### src/csr_reg_pkg.sv
`default_nettype none

package csr_reg_pkg;

    typedef struct packed {
        logic [18:0] rsv_31_13;
        logic [1:0]  mpp;
        logic [2:0]  rsv_10_8;
        logic        mpie;
        logic [2:0]  rsv_6_4;
        logic        mie;
        logic [2:0]  rsv_2_0;
    } mstatus_fields_t;

    // raw word for csr access, fields for trap and return
    typedef union packed {
        logic [31:0]     raw;
        mstatus_fields_t f;
    } mstatus_u;

    // mie, mpie and mpp only
    localparam logic [31:0] MSTATUS_MASK = 32'h0000_1888;

    // sized for the widest xlen, cut down where used
    localparam logic [63:0] MTVEC_MASK = ~64'h2;
    localparam logic [63:0] EPC_MASK   = ~64'h3;
    localparam logic [63:0] IE_MASK    = 64'h888;

    // rv32, extensions i and u
    localparam logic [31:0] MISA_VALUE = 32'h4010_0100;

endpackage

`default_nettype wire

### src/csr_addr_pkg.sv
`default_nettype none

package csr_addr_pkg;

    localparam int CSR_ADDR_W = 12;

    // implemented machine csrs
    localparam logic [CSR_ADDR_W-1:0] ADDR_MISA     = 12'h301;
    localparam logic [CSR_ADDR_W-1:0] ADDR_MHARTID  = 12'hF14;
    localparam logic [CSR_ADDR_W-1:0] ADDR_MSTATUS  = 12'h300;
    localparam logic [CSR_ADDR_W-1:0] ADDR_MTVEC    = 12'h305;
    localparam logic [CSR_ADDR_W-1:0] ADDR_MIE      = 12'h304;
    localparam logic [CSR_ADDR_W-1:0] ADDR_MIP      = 12'h344;
    localparam logic [CSR_ADDR_W-1:0] ADDR_MSCRATCH = 12'h340;
    localparam logic [CSR_ADDR_W-1:0] ADDR_MEPC     = 12'h341;
    localparam logic [CSR_ADDR_W-1:0] ADDR_MCAUSE   = 12'h342;
    localparam logic [CSR_ADDR_W-1:0] ADDR_MTVAL    = 12'h343;

    // bit 3 marks a non-csr op, bit 2 picks the immediate source
    typedef enum logic [3:0] {
        CSR_RW   = 4'b0001,
        CSR_RS   = 4'b0010,
        CSR_RC   = 4'b0011,
        CSR_RWI  = 4'b0101,
        CSR_RSI  = 4'b0110,
        CSR_RCI  = 4'b0111,
        CSR_NONE = 4'b1000
    } csr_op_e;

    localparam logic [1:0] MODE_U = 2'd0;
    localparam logic [1:0] MODE_M = 2'd3;

    localparam int EXC_W = 5;

    localparam logic [EXC_W-1:0] EXC_IAM   = 5'd0;
    localparam logic [EXC_W-1:0] EXC_IAF   = 5'd1;
    localparam logic [EXC_W-1:0] EXC_II    = 5'd2;
    localparam logic [EXC_W-1:0] EXC_LAM   = 5'd4;
    localparam logic [EXC_W-1:0] EXC_LAF   = 5'd5;
    localparam logic [EXC_W-1:0] EXC_SAM   = 5'd6;
    localparam logic [EXC_W-1:0] EXC_SAF   = 5'd7;
    localparam logic [EXC_W-1:0] EXC_ECALL = 5'd8;
    // not an architectural cause, requests a return
    localparam logic [EXC_W-1:0] EXC_MRET  = 5'd24;
    localparam logic [EXC_W-1:0] EXC_NONE  = 5'd31;

    localparam logic [EXC_W-1:0] IRQ_MSI = 5'd3;
    localparam logic [EXC_W-1:0] IRQ_MTI = 5'd7;
    localparam logic [EXC_W-1:0] IRQ_MEI = 5'd11;

endpackage

`default_nettype wire
### src/csr_unit.sv
`timescale 1ns/1ps
`default_nettype none

module csr_unit
    import csr_addr_pkg::*;
    import csr_reg_pkg::*;
#(
    parameter int XLEN = 32
) (
    input  wire                  clk,
    input  wire                  rst,
    input  wire                  iss_en_i,
    input  wire csr_op_e         iss_op_i,
    input  wire [CSR_ADDR_W-1:0] iss_addr_i,
    input  wire [XLEN-1:0]       iss_rs1_i,
    input  wire [4:0]            iss_imm_i,
    input  wire                  iss_exc_valid_i,
    input  wire [EXC_W-1:0]      iss_exccode_i,
    input  wire                  flush_i,
    input  wire                  trap_en_i,
    input  wire [EXC_W-1:0]      trap_code_i,
    input  wire                  trap_irq_i,
    input  wire [XLEN-1:0]       exc_pc_i,
    input  wire [XLEN-1:0]       exc_vaddr_i,
    input  wire [31:0]           trap_inst_i,
    input  wire                  msip_i,
    input  wire                  mtip_i,
    input  wire                  meip_i,
    output logic                 wb_en_o,
    output logic [XLEN-1:0]      wb_data_o,
    output logic [EXC_W-1:0]     wb_exc_o,
    output logic [XLEN-1:0]      target_pc_o,
    output logic                 irq_o,
    output logic [EXC_W-1:0]     irq_code_o
);

    logic [CSR_ADDR_W-1:0] rd_addr;
    logic [XLEN-1:0]       rd_data;
    logic                  rd_hit;
    logic                  cm_we;
    logic [CSR_ADDR_W-1:0] cm_addr;
    logic [XLEN-1:0]       cm_data;
    logic                  trap_we;
    logic                  ret_we;
    logic [XLEN-1:0]       new_mepc;
    logic [XLEN-1:0]       new_mcause;
    logic [XLEN-1:0]       new_mtval;
    logic [1:0]            mode;
    mstatus_u              mstatus;
    logic [XLEN-1:0]       mtvec;
    logic [XLEN-1:0]       mepc;
    logic [XLEN-1:0]       mie;
    logic [XLEN-1:0]       mip;

    // result comes back in the issue cycle
    assign wb_en_o = iss_en_i;

    csr_rw_pipe #(.XLEN(XLEN)) u_rw_pipe (
        .clk             (clk),
        .rst             (rst),
        .iss_en_i        (iss_en_i),
        .iss_op_i        (iss_op_i),
        .iss_addr_i      (iss_addr_i),
        .iss_rs1_i       (iss_rs1_i),
        .iss_imm_i       (iss_imm_i),
        .iss_exc_valid_i (iss_exc_valid_i),
        .iss_exccode_i   (iss_exccode_i),
        .flush_i         (flush_i),
        .mode_i          (mode),
        .rd_data_i       (rd_data),
        .rd_hit_i        (rd_hit),
        .rd_addr_o       (rd_addr),
        .wb_data_o       (wb_data_o),
        .wb_exc_o        (wb_exc_o),
        .cm_we_o         (cm_we),
        .cm_addr_o       (cm_addr),
        .cm_data_o       (cm_data)
    );

    csr_regfile #(.XLEN(XLEN)) u_regfile (
        .clk          (clk),
        .rst          (rst),
        .rd_addr_i    (rd_addr),
        .cm_we_i      (cm_we),
        .cm_addr_i    (cm_addr),
        .cm_data_i    (cm_data),
        .trap_we_i    (trap_we),
        .ret_we_i     (ret_we),
        .new_mepc_i   (new_mepc),
        .new_mcause_i (new_mcause),
        .new_mtval_i  (new_mtval),
        .mode_i       (mode),
        .mip_i        (mip),
        .rd_data_o    (rd_data),
        .rd_hit_o     (rd_hit),
        .mstatus_o    (mstatus),
        .mtvec_o      (mtvec),
        .mepc_o       (mepc),
        .mie_o        (mie)
    );

    csr_irq #(.XLEN(XLEN)) u_irq (
        .clk        (clk),
        .rst        (rst),
        .msip_i     (msip_i),
        .mtip_i     (mtip_i),
        .meip_i     (meip_i),
        .mie_i      (mie),
        .mstatus_i  (mstatus),
        .mode_i     (mode),
        .mip_o      (mip),
        .irq_o      (irq_o),
        .irq_code_o (irq_code_o)
    );

    csr_priv_ctrl #(.XLEN(XLEN)) u_priv_ctrl (
        .clk          (clk),
        .rst          (rst),
        .trap_en_i    (trap_en_i),
        .trap_code_i  (trap_code_i),
        .trap_irq_i   (trap_irq_i),
        .exc_pc_i     (exc_pc_i),
        .exc_vaddr_i  (exc_vaddr_i),
        .trap_inst_i  (trap_inst_i),
        .mstatus_i    (mstatus),
        .mtvec_i      (mtvec),
        .mepc_i       (mepc),
        .mode_o       (mode),
        .trap_we_o    (trap_we),
        .ret_we_o     (ret_we),
        .new_mepc_o   (new_mepc),
        .new_mcause_o (new_mcause),
        .new_mtval_o  (new_mtval),
        .target_pc_o  (target_pc_o)
    );

endmodule

`default_nettype wire

### src/csr_priv_ctrl.sv
`timescale 1ns/1ps
`default_nettype none

module csr_priv_ctrl
    import csr_addr_pkg::*;
    import csr_reg_pkg::*;
#(
    parameter int XLEN = 32
) (
    input  wire              clk,
    input  wire              rst,
    input  wire              trap_en_i,
    input  wire [EXC_W-1:0]  trap_code_i,
    input  wire              trap_irq_i,
    input  wire [XLEN-1:0]   exc_pc_i,
    input  wire [XLEN-1:0]   exc_vaddr_i,
    input  wire [31:0]       trap_inst_i,
    input  wire mstatus_u    mstatus_i,
    input  wire [XLEN-1:0]   mtvec_i,
    input  wire [XLEN-1:0]   mepc_i,
    output logic [1:0]       mode_o,
    output logic             trap_we_o,
    output logic             ret_we_o,
    output logic [XLEN-1:0]  new_mepc_o,
    output logic [XLEN-1:0]  new_mcause_o,
    output logic [XLEN-1:0]  new_mtval_o,
    output logic [XLEN-1:0]  target_pc_o
);

    logic [1:0]       mode_q;
    logic             is_ret;
    logic             ret_err;
    logic             ret_ok;
    logic [EXC_W-1:0] exccode;
    logic [XLEN-1:0]  base;

    assign is_ret  = ~trap_irq_i & (trap_code_i == EXC_MRET);
    // mret is only legal from machine mode
    assign ret_err = is_ret & (mode_q != MODE_M);
    assign ret_ok  = is_ret & ~ret_err;

    always_comb begin
        if (~trap_irq_i & (trap_code_i == EXC_ECALL)) begin
            exccode = EXC_ECALL + EXC_W'(mode_q);
        end else if (ret_err) begin
            exccode = EXC_II;
        end else begin
            exccode = trap_code_i;
        end
    end

    assign trap_we_o = trap_en_i & ~ret_ok;
    assign ret_we_o  = trap_en_i & ret_ok;

    assign new_mepc_o   = exc_pc_i;
    assign new_mcause_o = {trap_irq_i, {(XLEN-1-EXC_W){1'b0}}, exccode};

    always_comb begin
        new_mtval_o = '0;
        if (~trap_irq_i) begin
            case (exccode)
                EXC_II:                             new_mtval_o = XLEN'(trap_inst_i);
                EXC_IAM, EXC_IAF:                   new_mtval_o = exc_pc_i;
                EXC_LAM, EXC_LAF, EXC_SAM, EXC_SAF: new_mtval_o = exc_vaddr_i;
                default:                            new_mtval_o = '0;
            endcase
        end
    end

    assign base = {mtvec_i[XLEN-1:2], 2'b00};

    // vectored mode only applies to interrupts
    assign target_pc_o = ret_ok ? mepc_i :
                         (trap_irq_i & mtvec_i[0]) ? base + (XLEN'(exccode) << 2) : base;

    always_ff @(posedge clk or posedge rst) begin
        if (rst) begin
            mode_q <= MODE_M;
        end else if (trap_en_i) begin
            mode_q <= ret_ok ? mstatus_i.f.mpp : MODE_M;
        end
    end

    assign mode_o = mode_q;

endmodule

`default_nettype wire

### src/csr_irq.sv
`timescale 1ns/1ps
`default_nettype none

module csr_irq
    import csr_addr_pkg::*;
    import csr_reg_pkg::*;
#(
    parameter int XLEN = 32
) (
    input  wire              clk,
    input  wire              rst,
    input  wire              msip_i,
    input  wire              mtip_i,
    input  wire              meip_i,
    input  wire [XLEN-1:0]   mie_i,
    input  wire mstatus_u    mstatus_i,
    input  wire [1:0]        mode_i,
    output logic [XLEN-1:0]  mip_o,
    output logic             irq_o,
    output logic [EXC_W-1:0] irq_code_o
);

    // {mei, mti, msi}
    logic [2:0]      sync1;
    logic [2:0]      sync2;
    logic [XLEN-1:0] pend;

    always_ff @(posedge clk or posedge rst) begin
        if (rst) begin
            sync1 <= '0;
            sync2 <= '0;
        end else begin
            sync1 <= {meip_i, mtip_i, msip_i};
            sync2 <= sync1;
        end
    end

    always_comb begin
        mip_o          = '0;
        mip_o[IRQ_MSI] = sync2[0];
        mip_o[IRQ_MTI] = sync2[1];
        mip_o[IRQ_MEI] = sync2[2];
    end

    assign pend = mip_o & mie_i;

    // user mode is always interruptible
    assign irq_o = (|pend) & ((mode_i == MODE_U) | mstatus_i.f.mie);

    assign irq_code_o = pend[IRQ_MEI] ? IRQ_MEI :
                        pend[IRQ_MTI] ? IRQ_MTI :
                        pend[IRQ_MSI] ? IRQ_MSI : EXC_NONE;

endmodule

`default_nettype wire

### src/csr_regfile.sv
`timescale 1ns/1ps
`default_nettype none

module csr_regfile
    import csr_addr_pkg::*;
    import csr_reg_pkg::*;
#(
    parameter int XLEN = 32
) (
    input  wire                  clk,
    input  wire                  rst,
    input  wire [CSR_ADDR_W-1:0] rd_addr_i,
    input  wire                  cm_we_i,
    input  wire [CSR_ADDR_W-1:0] cm_addr_i,
    input  wire [XLEN-1:0]       cm_data_i,
    input  wire                  trap_we_i,
    input  wire                  ret_we_i,
    input  wire [XLEN-1:0]       new_mepc_i,
    input  wire [XLEN-1:0]       new_mcause_i,
    input  wire [XLEN-1:0]       new_mtval_i,
    input  wire [1:0]            mode_i,
    input  wire [XLEN-1:0]       mip_i,
    output logic [XLEN-1:0]      rd_data_o,
    output logic                 rd_hit_o,
    output mstatus_u             mstatus_o,
    output logic [XLEN-1:0]      mtvec_o,
    output logic [XLEN-1:0]      mepc_o,
    output logic [XLEN-1:0]      mie_o
);

    mstatus_u        mstatus_q;
    logic [XLEN-1:0] mtvec_q;
    logic [XLEN-1:0] mie_q;
    logic [XLEN-1:0] mscratch_q;
    logic [XLEN-1:0] mepc_q;
    logic [XLEN-1:0] mcause_q;
    logic [XLEN-1:0] mtval_q;

    always_ff @(posedge clk or posedge rst) begin
        if (rst) begin
            mstatus_q  <= '0;
            mtvec_q    <= '0;
            mie_q      <= '0;
            mscratch_q <= '0;
            mepc_q     <= '0;
            mcause_q   <= '0;
            mtval_q    <= '0;
        end else begin
            if (cm_we_i) begin
                case (cm_addr_i)
                    ADDR_MSTATUS:  mstatus_q.raw <= cm_data_i[31:0] & MSTATUS_MASK;
                    ADDR_MTVEC:    mtvec_q <= cm_data_i & MTVEC_MASK[XLEN-1:0];
                    ADDR_MIE:      mie_q <= cm_data_i & IE_MASK[XLEN-1:0];
                    ADDR_MSCRATCH: mscratch_q <= cm_data_i;
                    ADDR_MEPC:     mepc_q <= cm_data_i & EPC_MASK[XLEN-1:0];
                    ADDR_MCAUSE:   mcause_q <= cm_data_i;
                    ADDR_MTVAL:    mtval_q <= cm_data_i;
                    // misa, mhartid and mip bits are fixed or wired
                    default: ;
                endcase
            end
            // a trap in the same cycle wins over a committed write
            if (trap_we_i) begin
                mepc_q              <= new_mepc_i & EPC_MASK[XLEN-1:0];
                mcause_q            <= new_mcause_i;
                mtval_q             <= new_mtval_i;
                mstatus_q.f.mpie    <= mstatus_q.f.mie;
                mstatus_q.f.mie     <= 1'b0;
                mstatus_q.f.mpp     <= mode_i;
            end else if (ret_we_i) begin
                mstatus_q.f.mie     <= mstatus_q.f.mpie;
                mstatus_q.f.mpie    <= 1'b1;
                mstatus_q.f.mpp     <= MODE_U;
            end
        end
    end

    // read decode
    always_comb begin
        rd_hit_o  = 1'b1;
        rd_data_o = '0;
        case (rd_addr_i)
            ADDR_MISA:     rd_data_o = XLEN'(MISA_VALUE);
            ADDR_MHARTID:  rd_data_o = '0;
            ADDR_MSTATUS:  rd_data_o = XLEN'(mstatus_q.raw);
            ADDR_MTVEC:    rd_data_o = mtvec_q;
            ADDR_MIE:      rd_data_o = mie_q;
            ADDR_MIP:      rd_data_o = mip_i;
            ADDR_MSCRATCH: rd_data_o = mscratch_q;
            ADDR_MEPC:     rd_data_o = mepc_q;
            ADDR_MCAUSE:   rd_data_o = mcause_q;
            ADDR_MTVAL:    rd_data_o = mtval_q;
            default:       rd_hit_o = 1'b0;
        endcase
    end

    assign mstatus_o = mstatus_q;
    assign mtvec_o   = mtvec_q;
    assign mepc_o    = mepc_q;
    assign mie_o     = mie_q;

endmodule

`default_nettype wire

### src/csr_rw_pipe.sv
`timescale 1ns/1ps
`default_nettype none

module csr_rw_pipe
    import csr_addr_pkg::*;
#(
    parameter int XLEN = 32
) (
    input  wire                   clk,
    input  wire                   rst,
    input  wire                   iss_en_i,
    input  wire csr_op_e          iss_op_i,
    input  wire [CSR_ADDR_W-1:0]  iss_addr_i,
    input  wire [XLEN-1:0]        iss_rs1_i,
    input  wire [4:0]             iss_imm_i,
    input  wire                   iss_exc_valid_i,
    input  wire [EXC_W-1:0]       iss_exccode_i,
    input  wire                   flush_i,
    input  wire [1:0]             mode_i,
    input  wire [XLEN-1:0]        rd_data_i,
    input  wire                   rd_hit_i,
    output logic [CSR_ADDR_W-1:0] rd_addr_o,
    output logic [XLEN-1:0]       wb_data_o,
    output logic [EXC_W-1:0]      wb_exc_o,
    output logic                  cm_we_o,
    output logic [CSR_ADDR_W-1:0] cm_addr_o,
    output logic [XLEN-1:0]       cm_data_o
);

    logic                  is_csr;
    logic                  op_rw;
    logic [XLEN-1:0]       src;
    logic                  do_write;
    logic                  read_only;
    logic                  illegal;
    logic                  wr_ok;
    logic [XLEN-1:0]       wdata;
    logic                  s1_vld;
    logic                  s2_vld;
    logic [CSR_ADDR_W-1:0] s1_addr;
    logic [CSR_ADDR_W-1:0] s2_addr;
    logic [XLEN-1:0]       s1_data;
    logic [XLEN-1:0]       s2_data;

    assign is_csr = ~iss_op_i[3] & (iss_op_i[1:0] != 2'b00) & ~iss_exc_valid_i;
    assign op_rw  = iss_op_i[1:0] == 2'b01;
    assign src    = iss_op_i[2] ? XLEN'(iss_imm_i) : iss_rs1_i;

    // set or clear with a zero source is a pure read
    assign do_write = is_csr & ~(iss_op_i[1] & (src == '0));

    assign read_only = (iss_addr_i[11:10] == 2'b11) |
                       (op_rw & ((iss_addr_i == ADDR_MHARTID) | (iss_addr_i == ADDR_MISA)));

    assign illegal = is_csr & (~rd_hit_i | (iss_addr_i[9:8] > mode_i) | (do_write & read_only));
    assign wr_ok   = iss_en_i & ~flush_i & do_write & ~illegal;

    always_comb begin
        case (iss_op_i[1:0])
            2'b01:   wdata = src;
            2'b10:   wdata = rd_data_i | src;
            default: wdata = rd_data_i & ~src;
        endcase
    end

    assign rd_addr_o = iss_addr_i;
    assign wb_data_o = rd_data_i;
    assign wb_exc_o  = illegal ? EXC_II : iss_exc_valid_i ? iss_exccode_i : EXC_NONE;

    always_ff @(posedge clk or posedge rst) begin
        if (rst) begin
            s1_vld <= 1'b0;
            s2_vld <= 1'b0;
        end else begin
            s1_vld <= wr_ok;
            s2_vld <= s1_vld & ~flush_i;
        end
    end

    always_ff @(posedge clk) begin
        s1_addr <= iss_addr_i;
        s1_data <= wdata;
        s2_addr <= s1_addr;
        s2_data <= s1_data;
    end

    // last chance for a flush to kill the write
    assign cm_we_o   = s2_vld & ~flush_i;
    assign cm_addr_o = s2_addr;
    assign cm_data_o = s2_data;

endmodule

`default_nettype wire

### config.mk
export PLATFORM = sky130hd
export DESIGN_NAME = csr_unit
export DESIGN_NICKNAME = d
export VERILOG_FILES = /design/src/csr_reg_pkg.sv /design/src/csr_addr_pkg.sv /design/src/csr_unit.sv /design/src/csr_priv_ctrl.sv /design/src/csr_irq.sv /design/src/csr_regfile.sv /design/src/csr_rw_pipe.sv
export SDC_FILE = /design/constraint.sdc
export NUM_CORES = 1
export LEC_CHECK = 0
export BUFFER_PORTS_ARGS = -buffer_cell sky130_fd_sc_hd__buf_2
export CAP_MARGIN = 15
export CORE_ASPECT_RATIO = 1.4
export CORE_MARGIN = 2
export CORE_UTILIZATION = 52
export CTS_CLUSTER_DIAMETER = 80
export CTS_CLUSTER_SIZE = 30
export DETAILED_ROUTE_END_ITERATION = 6
export GPL_ROUTABILITY_DRIVEN = 0
export PLACE_DENSITY = 0.75
export SLEW_MARGIN = 40
export SYNTH_ARGS = -nofsm -noshare
export SYNTH_HDL_FRONTEND = slang
export SYNTH_SLANG_ARGS = --single-unit
### constraint.sdc
create_clock -name clk -period 8.8 [get_ports clk]
set_input_delay 0.44 -clock clk [delete_from_list [all_inputs] [get_ports clk]]
set_output_delay 0.44 -clock clk [all_outputs]
set_load 0.1 [all_outputs]
* Word level (Yosys, flattened, before mapping)
Cells that the tools add are included.
** Storage, ports and cells
- Register bits after elaboration :: 264
- Bits of input ports :: 169
- Output and inout port bits :: 76
- Logic and storage cells :: 140
** Operators by class
- Add/sub/neg operators :: 2
- $lt $le $gt $ge :: 1
- Equal/unequal tests :: 29
- Mux-type cells :: 33
- Bitwise logic cells :: 38
- Reductions and logical operators :: 21
** Operators with widths (number)
- 2-to-1 mux 32 bit :: 13
- case mux 32 bit (9 select lines) :: 1
- equality test 12 x 10 -> 1 bit (second input constant) :: 16
- case mux 32 bit (3 select lines) :: 1
- case mux 32 bit (2 select lines) :: 1
- 2-to-1 mux 5 bit :: 7
- adder 32 x 7 -> 32 bit :: 1
- AND 32 bit :: 1
- logical NOT 32 bit :: 1
- inverter 32 bit :: 1
- OR 32 bit :: 1
- OR reduction 32 bit :: 1
- 2-to-1 mux 13 bit :: 2
- AND 1 bit :: 20
- equality test 5 x 3 -> 1 bit (second input constant) :: 4
- AND reduction 2 bit :: 7
- AND 12 bit :: 1
- equality test 12 bit (second input constant) :: 1
- nonzero test 2 bit :: 5
- OR reduction 10 bit :: 1
- inverter 1 bit :: 9
- 2-to-1 mux 2 bit :: 3
- nonzero test 3 bit :: 2
- adder 4 x 2 -> 5 bit (first input constant) :: 1
- 14 further kinds :: 23

* Logic depth before layout (Yosys ltp)
Gate-level depths: netlist of run 1.
- Depth after elaboration :: 10
- Depth in mapped cells :: 13

* Hierarchy
A second synthesis of run 1 with hierarchy kept.
** Second synthesis, totals
- Cell total of the unflattened synthesis :: 1575
- Area total of the unflattened synthesis :: 15218.3 sq um
** Modules (own cells, without submodules)
- csr_regfile :: instances 1, cells an instance 855, area each 9143.8 sq um
- csr_rw_pipe :: instances 1, cells an instance 304, area each 3155.5 sq um
- csr_priv_ctrl :: instances 1, cells an instance 368, area each 2467.4 sq um
- csr_irq :: instances 1, cells an instance 47, area each 444.2 sq um
- csr_unit :: instances 1, cells an instance 1, area each 7.5 sq um

* Least setup slack after synthesis of run 1
Ideal clock, no wire load.
- Path type :: input-to-output
- Start :: input trap_irq_i
- End :: output target_pc_o[27]
- Data arrival time :: 4.573 ns
- Path slack :: 3.787 ns
- Stages on the path :: 13
- Buffers on the path :: 3
- Cells stage by stage :: buf_4 or4b_4 nor2_1 a21boi_0 ha_1 o211ai_1 a21oi_1 and3_1 clkbuf_1 o2111ai_2 buf_2 or3_1 a31oi_1
** Between the ends
- Longest elaborated chain between the ends :: 8
- Elaborated cells between the ends (all ways) :: 12
- Those cells by class :: 1 x add/sub; 4 x mux; 7 x bitwise
** RTL lines
- start: declaration :: line csr_unit.sv:22 : input wire trap_irq_i,
- inverter 1 bit :: line csr_priv_ctrl.sv:37, csr_priv_ctrl.sv:43
- AND 1 bit :: line csr_priv_ctrl.sv:37 : assign is_ret = ~trap_irq_i & (trap_code_i == EXC_MRET);
- AND 1 bit :: line csr_priv_ctrl.sv:39 : assign ret_err = is_ret & (mode_q != MODE_M);
- 2-to-1 mux 5 bit :: line csr_priv_ctrl.sv:45 : end else if (ret_err) begin
- 2-to-1 mux 5 bit :: line csr_priv_ctrl.sv:43 : if (~trap_irq_i & (trap_code_i == EXC_ECALL)) begin
- adder 32 x 7 -> 32 bit :: line csr_priv_ctrl.sv:74 : (trap_irq_i & mtvec_i[0]) ? base + (XLEN'(exccode) << 2) : base;
- 2-to-1 mux 32 bit :: line csr_priv_ctrl.sv:74
- 2-to-1 mux 32 bit * :: line csr_priv_ctrl.sv:73 : assign target_pc_o = ret_ok ? mepc_i :
- end: declaration :: line csr_unit.sv:32 : output logic [XLEN-1:0] target_pc_o,
Every way passes the cells marked *; elsewhere a longest branch is shown, timed or not.

* Worst setup path in the final report of run 1
- Start :: register u_priv_ctrl.mode_q[0] (netlist: u_priv_ctrl.mode_o[0])
- End :: output target_pc_o[22]
** Between the ends
- Longest elaborated chain between the ends :: 7
- Elaborated cells between the ends (all ways) :: 10
- Those cells by class :: 2 x add/sub; 1 x eq/ne; 4 x mux; 3 x bitwise
** RTL lines
- start: declaration :: line csr_priv_ctrl.sv:30 : logic [1:0] mode_q;
- start signal: assignment :: line csr_priv_ctrl.sv:80 : mode_q <= ret_ok ? mstatus_i.f.mpp : MODE_M;
- parallel branches: the longest is 6 deep, another holds adder 32 x 7 -> 32 bit
- 2-to-1 mux 32 bit * :: line csr_priv_ctrl.sv:73
Every way passes the cells marked *.

==> metrics.cfg, run 1 <==
[grt]
grt_start_max_net_pins = 109
overflow = 0
grt_usage = 0.3150
grt_pass1_vias = 11370
antenna_found_initial = 0
grt_pass1_wl_microns = 65870

[cells_and_area]
drive_gt1_frac = 0.2541
nFillCells = 2095
diodes = 0
syn_to_final_growth_pct = 14.33
layout_common_cells = buf_2 (240), dfrtp_1 (172), nand2_1 (124)
fin_nets = 1682
layout_commonest_cell = buf_2

[setup_path]
worstSetupStartpointType = register
cp_data_arrival_time_ns = 4.31
path_max_fanout = 11
setup.worst_path.start = u_priv_ctrl.mode_o[0]
cp-end-kind = output port
cp_data_required_time_ns = 8.36
r2r_end = u_regfile.mtval_q[11]
crit_slowest_cell = dfstp_2
crit_type = register to output port
max_stage_delay_ns = 0.66
reg2reg_from = u_priv_ctrl.mode_o[0]
regToRegSetupSlack_ns = 5.98
crit_chain = nand2_1 -> a31oi_1 -> ha_1 -> a21oi_1 -> a21oi_1 -> nand3_1 -> nor4_1 -> xnor2_1 -> a21oi_1 -> buf_2
reg2reg_depth = 8
cpMostUsedCell = a21oi_1

[clock_tree]
cts_hold_buf = 0
clk_path_buf_depth = 3
cts_tree = built
clock_latency_ns = 0.51
cts_resized = 0
cts_setup_buffers = 0
cts_sinks = 262
clk_pin_slew_ns = 0.12
h-tree-depth = 1
cts_root_buf = clkbuf_16
cts_made_buffers = 13

[sta]
setup_viol = 0
post-route-min-period_ns = 4.754
min_period_over_period = 0.5403
hold-worst-slack_ns = -0.008116
max_freq_mhz = 210.3
slew_headroom = 0.4730
drv_slew = 0
final-hold-violation-count = 4
tns_ns = 0
final.setup_skew_ns = 0.03258
tightest_slew_ns = 0.7906
rsz0062_at_grt = no

[power_and_ir_drop]
switching_share = 0.2763
seq_power_share = 0.564
p_leak_uw = 0.006442
p_comb_frac = 0.121
switching_power_uw = 627.5
max-vdd-ir-drop_mv = 0.1643
p_per_area_mw_per_mm2 = 151.6
p_int_uw = 1644
clockPowerShare = 0.316

[drt]
vias = 11670
final_antenna_net_count = 0
wl_microns = 42630
via_per_inst = 6.393
avgRoutedWirePerCell_microns = 23.35
drc = 0
drt_iter0_markers = 1106
first_pass_iters = 7

[synthesis]
synth_edf_count = 0
ys_types = 71
ys.flop_type = dfrtp_1
syn_inst = 1330
ys_ff_latch = 262
ys_async_sr_fraction = 0.6641
syn_avg_cell_area_sq_um = 9.851
yosysWarningCount = 0
synth_seq_area_share = 0.4670
syn_area_sq_mm = 0.01310

[floorplanning]
rows = 68
core_area_sq_mm = 0.02467
fp.dieH_microns = 191.8
die_w_microns = 138.2
ios = 245
start_util = 0.5310
die_area_sq_mm = 0.02650

[worst_hold_path]
hp-class = input pin to asynchronous set/reset pin

[placed_design]
io_buffers = 240
hpwlAfterDp_microns = 27950

[run]
max_cap_viol_count = 0

[run_status]
status = complete, but fails checks
violations = negative hold slack

-- cell usage after synthesis (all sizes together) (27+ instances only) --
master,number,area share
dfrtp,172,0.33
a22oi,31,0.018
nor2,99,0.028
o22a,33,0.022
buf,49,0.020
nand4,39,0.019
o21ai,56,0.021
clkbuf,61,0.017
mux2,75,0.064
a21oi,116,0.044
mux2i,96,0.073
a32oi,33,0.022
dfxtp,88,0.13
a32o,27,0.021
nand2,124,0.036
nand2b,33,0.016
-- logic make-up after synthesis --
group | count (synthesis) | synth area share
flops | 262 | 0.4670
buf+inv | 128 | 0.04298
fa+ha+maj | 10 | 0.009646
compound gates | 351 | 0.1831
simple gates | 385 | 0.1449
other cells | 2 | 0.0005732
mux | 171 | 0.1378
xor+xnor | 21 | 0.01404
-- worst max-delay path by stage --
stage                      end  cells past startpoint  slack (ns)
6_report       target_pc_o[22]                     10        4.05
5_1_grt        target_pc_o[22]                     10        3.78
4_1_cts        target_pc_o[22]                     10        4.09
3_5_place_dp   target_pc_o[31]                     12        4.27
3_3_place_gp   target_pc_o[31]                     12        4.34
2_1_floorplan   u_irq.sync1[0]                      1        3.65
-- final cells by class --
cell class                 instances  area (sq um)  area share
clock buffer                      17         361.6     0.02414
clock inverter                     5         51.30    0.003425
inverter                          18         80.08    0.005346
multi-input combinational        942          6511      0.4347
sequential                       262          6118      0.4085
tap                              315         394.1     0.02631
timing repair buffer             267          1461     0.09757
-- metal layers --
metal / GRT usage / share of wire / up-vias
met5: 0 / 0 / -
met4: 0.1389 / 0.045 / 0
met3: 0.03889 / 0.071 / 114
met2: 0.5398 / 0.49 / 593
met1: 0.4033 / 0.39 / 5744
li1: - / - / 5222
-- flip-flops by register name (all words and copies together) (netlist names) --
name and cells:
u_rw_pipe.s2_vld 1, u_priv_ctrl.mode_o 2, u_regfile.mcause_q 32, u_irq.sync2 3, u_regfile.mstatus_o 4, u_regfile.mie_o 3, u_rw_pipe.cm_data_o 32, u_regfile.mtval_q 32
u_regfile.mscratch_q 32, u_rw_pipe.s1_addr 12, u_rw_pipe.s1_data 32, u_rw_pipe.cm_addr_o 12, u_irq.sync1 3, u_rw_pipe.s1_vld 1, u_regfile.mepc_o 30, u_regfile.mtvec_o 31
-- power groups by stage --
stage | sequential, uW | clock, uW | combinational, uW
finish | 1280 | 717 | 274
detailed placement | 1300 | 0 | 271
CTS | 1280 | 723 | 272
floorplan | 1290 | 0 | 168
global placement | 1300 | 0 | 261
global route | 1290 | 767 | 295
-- critical path, delay by kind of cell (launching register included) --
family,cells,cell delay (ns)
AO/OA/AOI/OAI,4,0.89
XOR/XNOR,1,0.12
adder cells (fa/ha/maj),1,0.30
buffers and inverters,1,0.45
flip-flops,1,0.66
AND/OR/NAND/NOR,3,1.37
-- through the flow --
stage / instances / setup slack (ns) / total power (uW) / cell area [sq um] / util
after floorplan: 1332 / 3.646 / 1460 / 13110 / -
after global placement: 1800 / 4.337 / 1563 / 14470 / 0.5865
after detailed placement: 1804 / 4.267 / 1575 / 14560 / 0.5901
after CTS: 1826 / 4.088 / 2274 / 14970 / 0.6068
after global routing: 1826 / 3.776 / 2348 / 14980 / 0.6070
final: 1826 / 4.046 / 2271 / 14980 / 0.6070
Note: power is estimated with default switching activity, not from simulation.
==> run 2, diff against run 1 <==
==> constraint.sdc (replaced) <==
create_clock -name clk -period 4.8 [get_ports clk]
set_input_delay 0.24 -clock clk [delete_from_list [all_inputs] [get_ports clk]]
set_output_delay 0.24 -clock clk [all_outputs]
set_load 0.1 [all_outputs]
==> run 2 against run 1 <==
Against the previous run: the flow now finishes without violations; die area unchanged; first-iteration DRC count fell by 5.1%; utilization up 2.3 points; clock power grew 84%; clock-buffer cell count stayed put; clock skew is 0.0055 ns lower; critical path depth is the same; worst hold slack better by 0.014 ns; flip-flop and latch count did not move; total power rose by 85%; critical endpoint is now target_pc_o[28].
==> metrics.cfg, run 2 (same netlist as run 1, synthesis figures left out) <==
[clock_tree]
cts_setup_buffers = 0  ; unchanged
clk_path_buf_depth = 3  ; unchanged
cts_made_buffers = 12  ; -1
cts_tree = built
cts_root_buf = clkbuf_16
clock_latency_ns = 0.50  ; about the same
h-tree-depth = 1  ; unchanged
clk_pin_slew_ns = 0.12  ; about the same
cts_sinks = 262  ; unchanged

[drt]
avgRoutedWirePerCell_microns = 23.26  ; -0.36%
via_per_inst = 6.369  ; -0.37%
final_antenna_net_count = 0  ; unchanged
wl_microns = 43780  ; +2.7%
first_pass_iters = 6  ; -1
drt_iter0_markers = 1050  ; -5.1%
drc = 0  ; unchanged
vias = 11990  ; +2.7%

[power_and_ir_drop]
p_int_uw = 3094  ; +88%
clockPowerShare = 0.313  ; -0.003
switching_power_uw = 1111  ; +77%
p_leak_uw = 0.006676  ; +3.6%
seq_power_share = 0.559  ; -0.005
max-vdd-ir-drop_mv = 0.2264  ; +38%
p_comb_frac = 0.128  ; +0.007
p_per_area_mw_per_mm2 = 270.5  ; +78%
finalPower_uw = 4205  ; +85%
switching_share = 0.2642  ; -0.01210

[placed_design]
io_buffers = 240  ; unchanged
dp_cells = 1807  ; +0.17%
hpwlAfterDp_microns = 28290  ; +1.2%
place_ws_ns = 0.6394  ; -3.628 ns

[grt]
grt_start_max_net_pins = 94  ; -14%
grt_pass1_vias = 11750  ; +3.3%
grt_usage = 0.3198  ; +0.004830
grt_pass1_wl_microns = 66450  ; +0.88%
antenna_found_initial = 3  ; +3
overflow = 0  ; unchanged

[cells_and_area]
syn_to_final_growth_pct = 18.68
layout_common_cells = buf_2 (240), dfrtp_1 (172), nand2_1 (124)
drive_gt1_frac = 0.2454  ; -0.008769
nFillCells = 2107  ; +0.57%
stdcell_count = 1882  ; +3.1%
fin_nets = 1738  ; +3.3%
layout_commonest_cell = buf_2

[sta]
min_period_over_period = 0.9477
setup_viol = 0  ; unchanged
tns_ns = 0  ; unchanged
slew_headroom = 0.4214  ; -0.05156
hold-worst-slack_ns = 0.005728  ; +0.01384 ns
setup_slack_ns = 0.2511  ; -3.795 ns
drv_slew = 0  ; unchanged
rsz0062_at_grt = no
final-hold-violation-count = 0  ; -4
max_freq_mhz = 219.8
final.setup_skew_ns = 0.02707  ; -0.005513 ns
tightest_slew_ns = 0.8613  ; +0.07071 ns
post-route-min-period_ns = 4.549

[setup_path]
worstSetupStartpointType = register
path_max_fanout = 11  ; unchanged
cp_data_arrival_time_ns = 4.31  ; about the same
crit_type = register to output port
cp_data_required_time_ns = 4.56  ; -3.80 ns
cp-end-kind = output port
regToRegSetupSlack_ns = 1.86  ; -4.12 ns

[floorplanning]
die_w_microns = 138.2  ; unchanged
fp.dieH_microns = 191.8  ; unchanged
start_util = 0.5310  ; unchanged
rows = 68  ; unchanged
ios = 245  ; unchanged
die_area_sq_mm = 0.02650  ; unchanged
core_area_sq_mm = 0.02467  ; unchanged

[run]
max_cap_viol_count = 0  ; unchanged

[worst_hold_path]
hp-class = input pin to register

[run_status]
status = completed

==> run 2: cell count changes in the layout (fill, tap and decap cells not counted), sizes merged <==
cell,previous run,this run
dlygate4sd3,0,54
inv,21,17
buf,267,270
bufinv,0,2
clkinv,2,0
diode,0,2
clkinvlp,0,1
==> run 2: what timing repair did <==
action                                  CTS  global route
resized for setup                         0             1
endpoints found under the setup margin    0             4
hold endpoints to repair                145             0
hold buffers                             54             0
==> run 2: final cells by class <==
| cell class | count | area [sq um] | area share |
|---|---|---|---|
| clock buffers | 17 | 340.3 | 0.02189 |
| well taps | 315 | 394.1 | 0.02535 |
| flip-flops and latches | 262 | 6118 | 0.3935 |
| diodes | 2 | 5.005 | 0.0003219 |
| multi-input cells | 942 | 6525 | 0.4196 |
| repair buffers | 324 | 2034 | 0.1308 |
| clock inverters | 2 | 60.06 | 0.003863 |
| inverters | 18 | 71.32 | 0.004587 |
==> run 2: metal layers <==
metal | track usage | vias to the layer above | routed length (microns)
met5 | 0 | - | 13
met3 | 0.04139 | 125 | 3282
met1 | 0.4001 | 5892 | 16890
met4 | 0.1589 | 2 | 2200
met2 | 0.5489 | 634 | 21390
li1 | - | 5334 | -
==> run 2: critical path, stage by stage, from the launching register on <==
cell and delay [ns]:
dfstp_2 0.65, nand2_1 0.19, a21boi_0 0.32, ha_1 0.27, o211ai_1 0.13, a21oi_1 0.30, nand3_1 0.63, nor4_1 0.57
xnor2_1 0.12, a21oi_1 0.16, buf_2 0.44
==> run 2: path summary, 6_finish.rpt <==
path                                       start                     end  depth (start not counted)
min in group asynchronous                    rst    u_regfile.mtvec_o[7]                          4
min                                iss_rs1_i[14]   u_rw_pipe.s1_data[14]                          2
min reg2reg                 u_rw_pipe.s1_addr[5]  u_rw_pipe.cm_addr_o[5]                          0
max reg2reg                u_priv_ctrl.mode_o[0]     u_regfile.mepc_o[8]                          7
max in group asynchronous                    rst  u_regfile.mcause_q[16]                          5
max                        u_priv_ctrl.mode_o[0]         target_pc_o[28]                         10
==> run 2: through the flow <==
stage | cell area [sq um] | util
after CTS | 15530 | 0.6295
after global routing | 15550 | 0.6301
after detailed placement | 14590 | 0.5914
after floorplan | 13110 | -
final | 15550 | 0.6302
after global placement | 14480 | 0.5870
==> run 2: power by group through the flow <==
| stage | combinational [uW] | sequential, uW | clock (uW) |
|---|---|---|---|
| 2_1_floorplan | 309 | 2370 | 0 |
| 3_3_place_gp | 477 | 2390 | 0 |
| 3_5_place_dp | 495 | 2390 | 0 |
| 4_1_cts | 530 | 2350 | 1320 |
| 5_1_grt | 577 | 2360 | 1390 |
| 6_report | 540 | 2350 | 1320 |
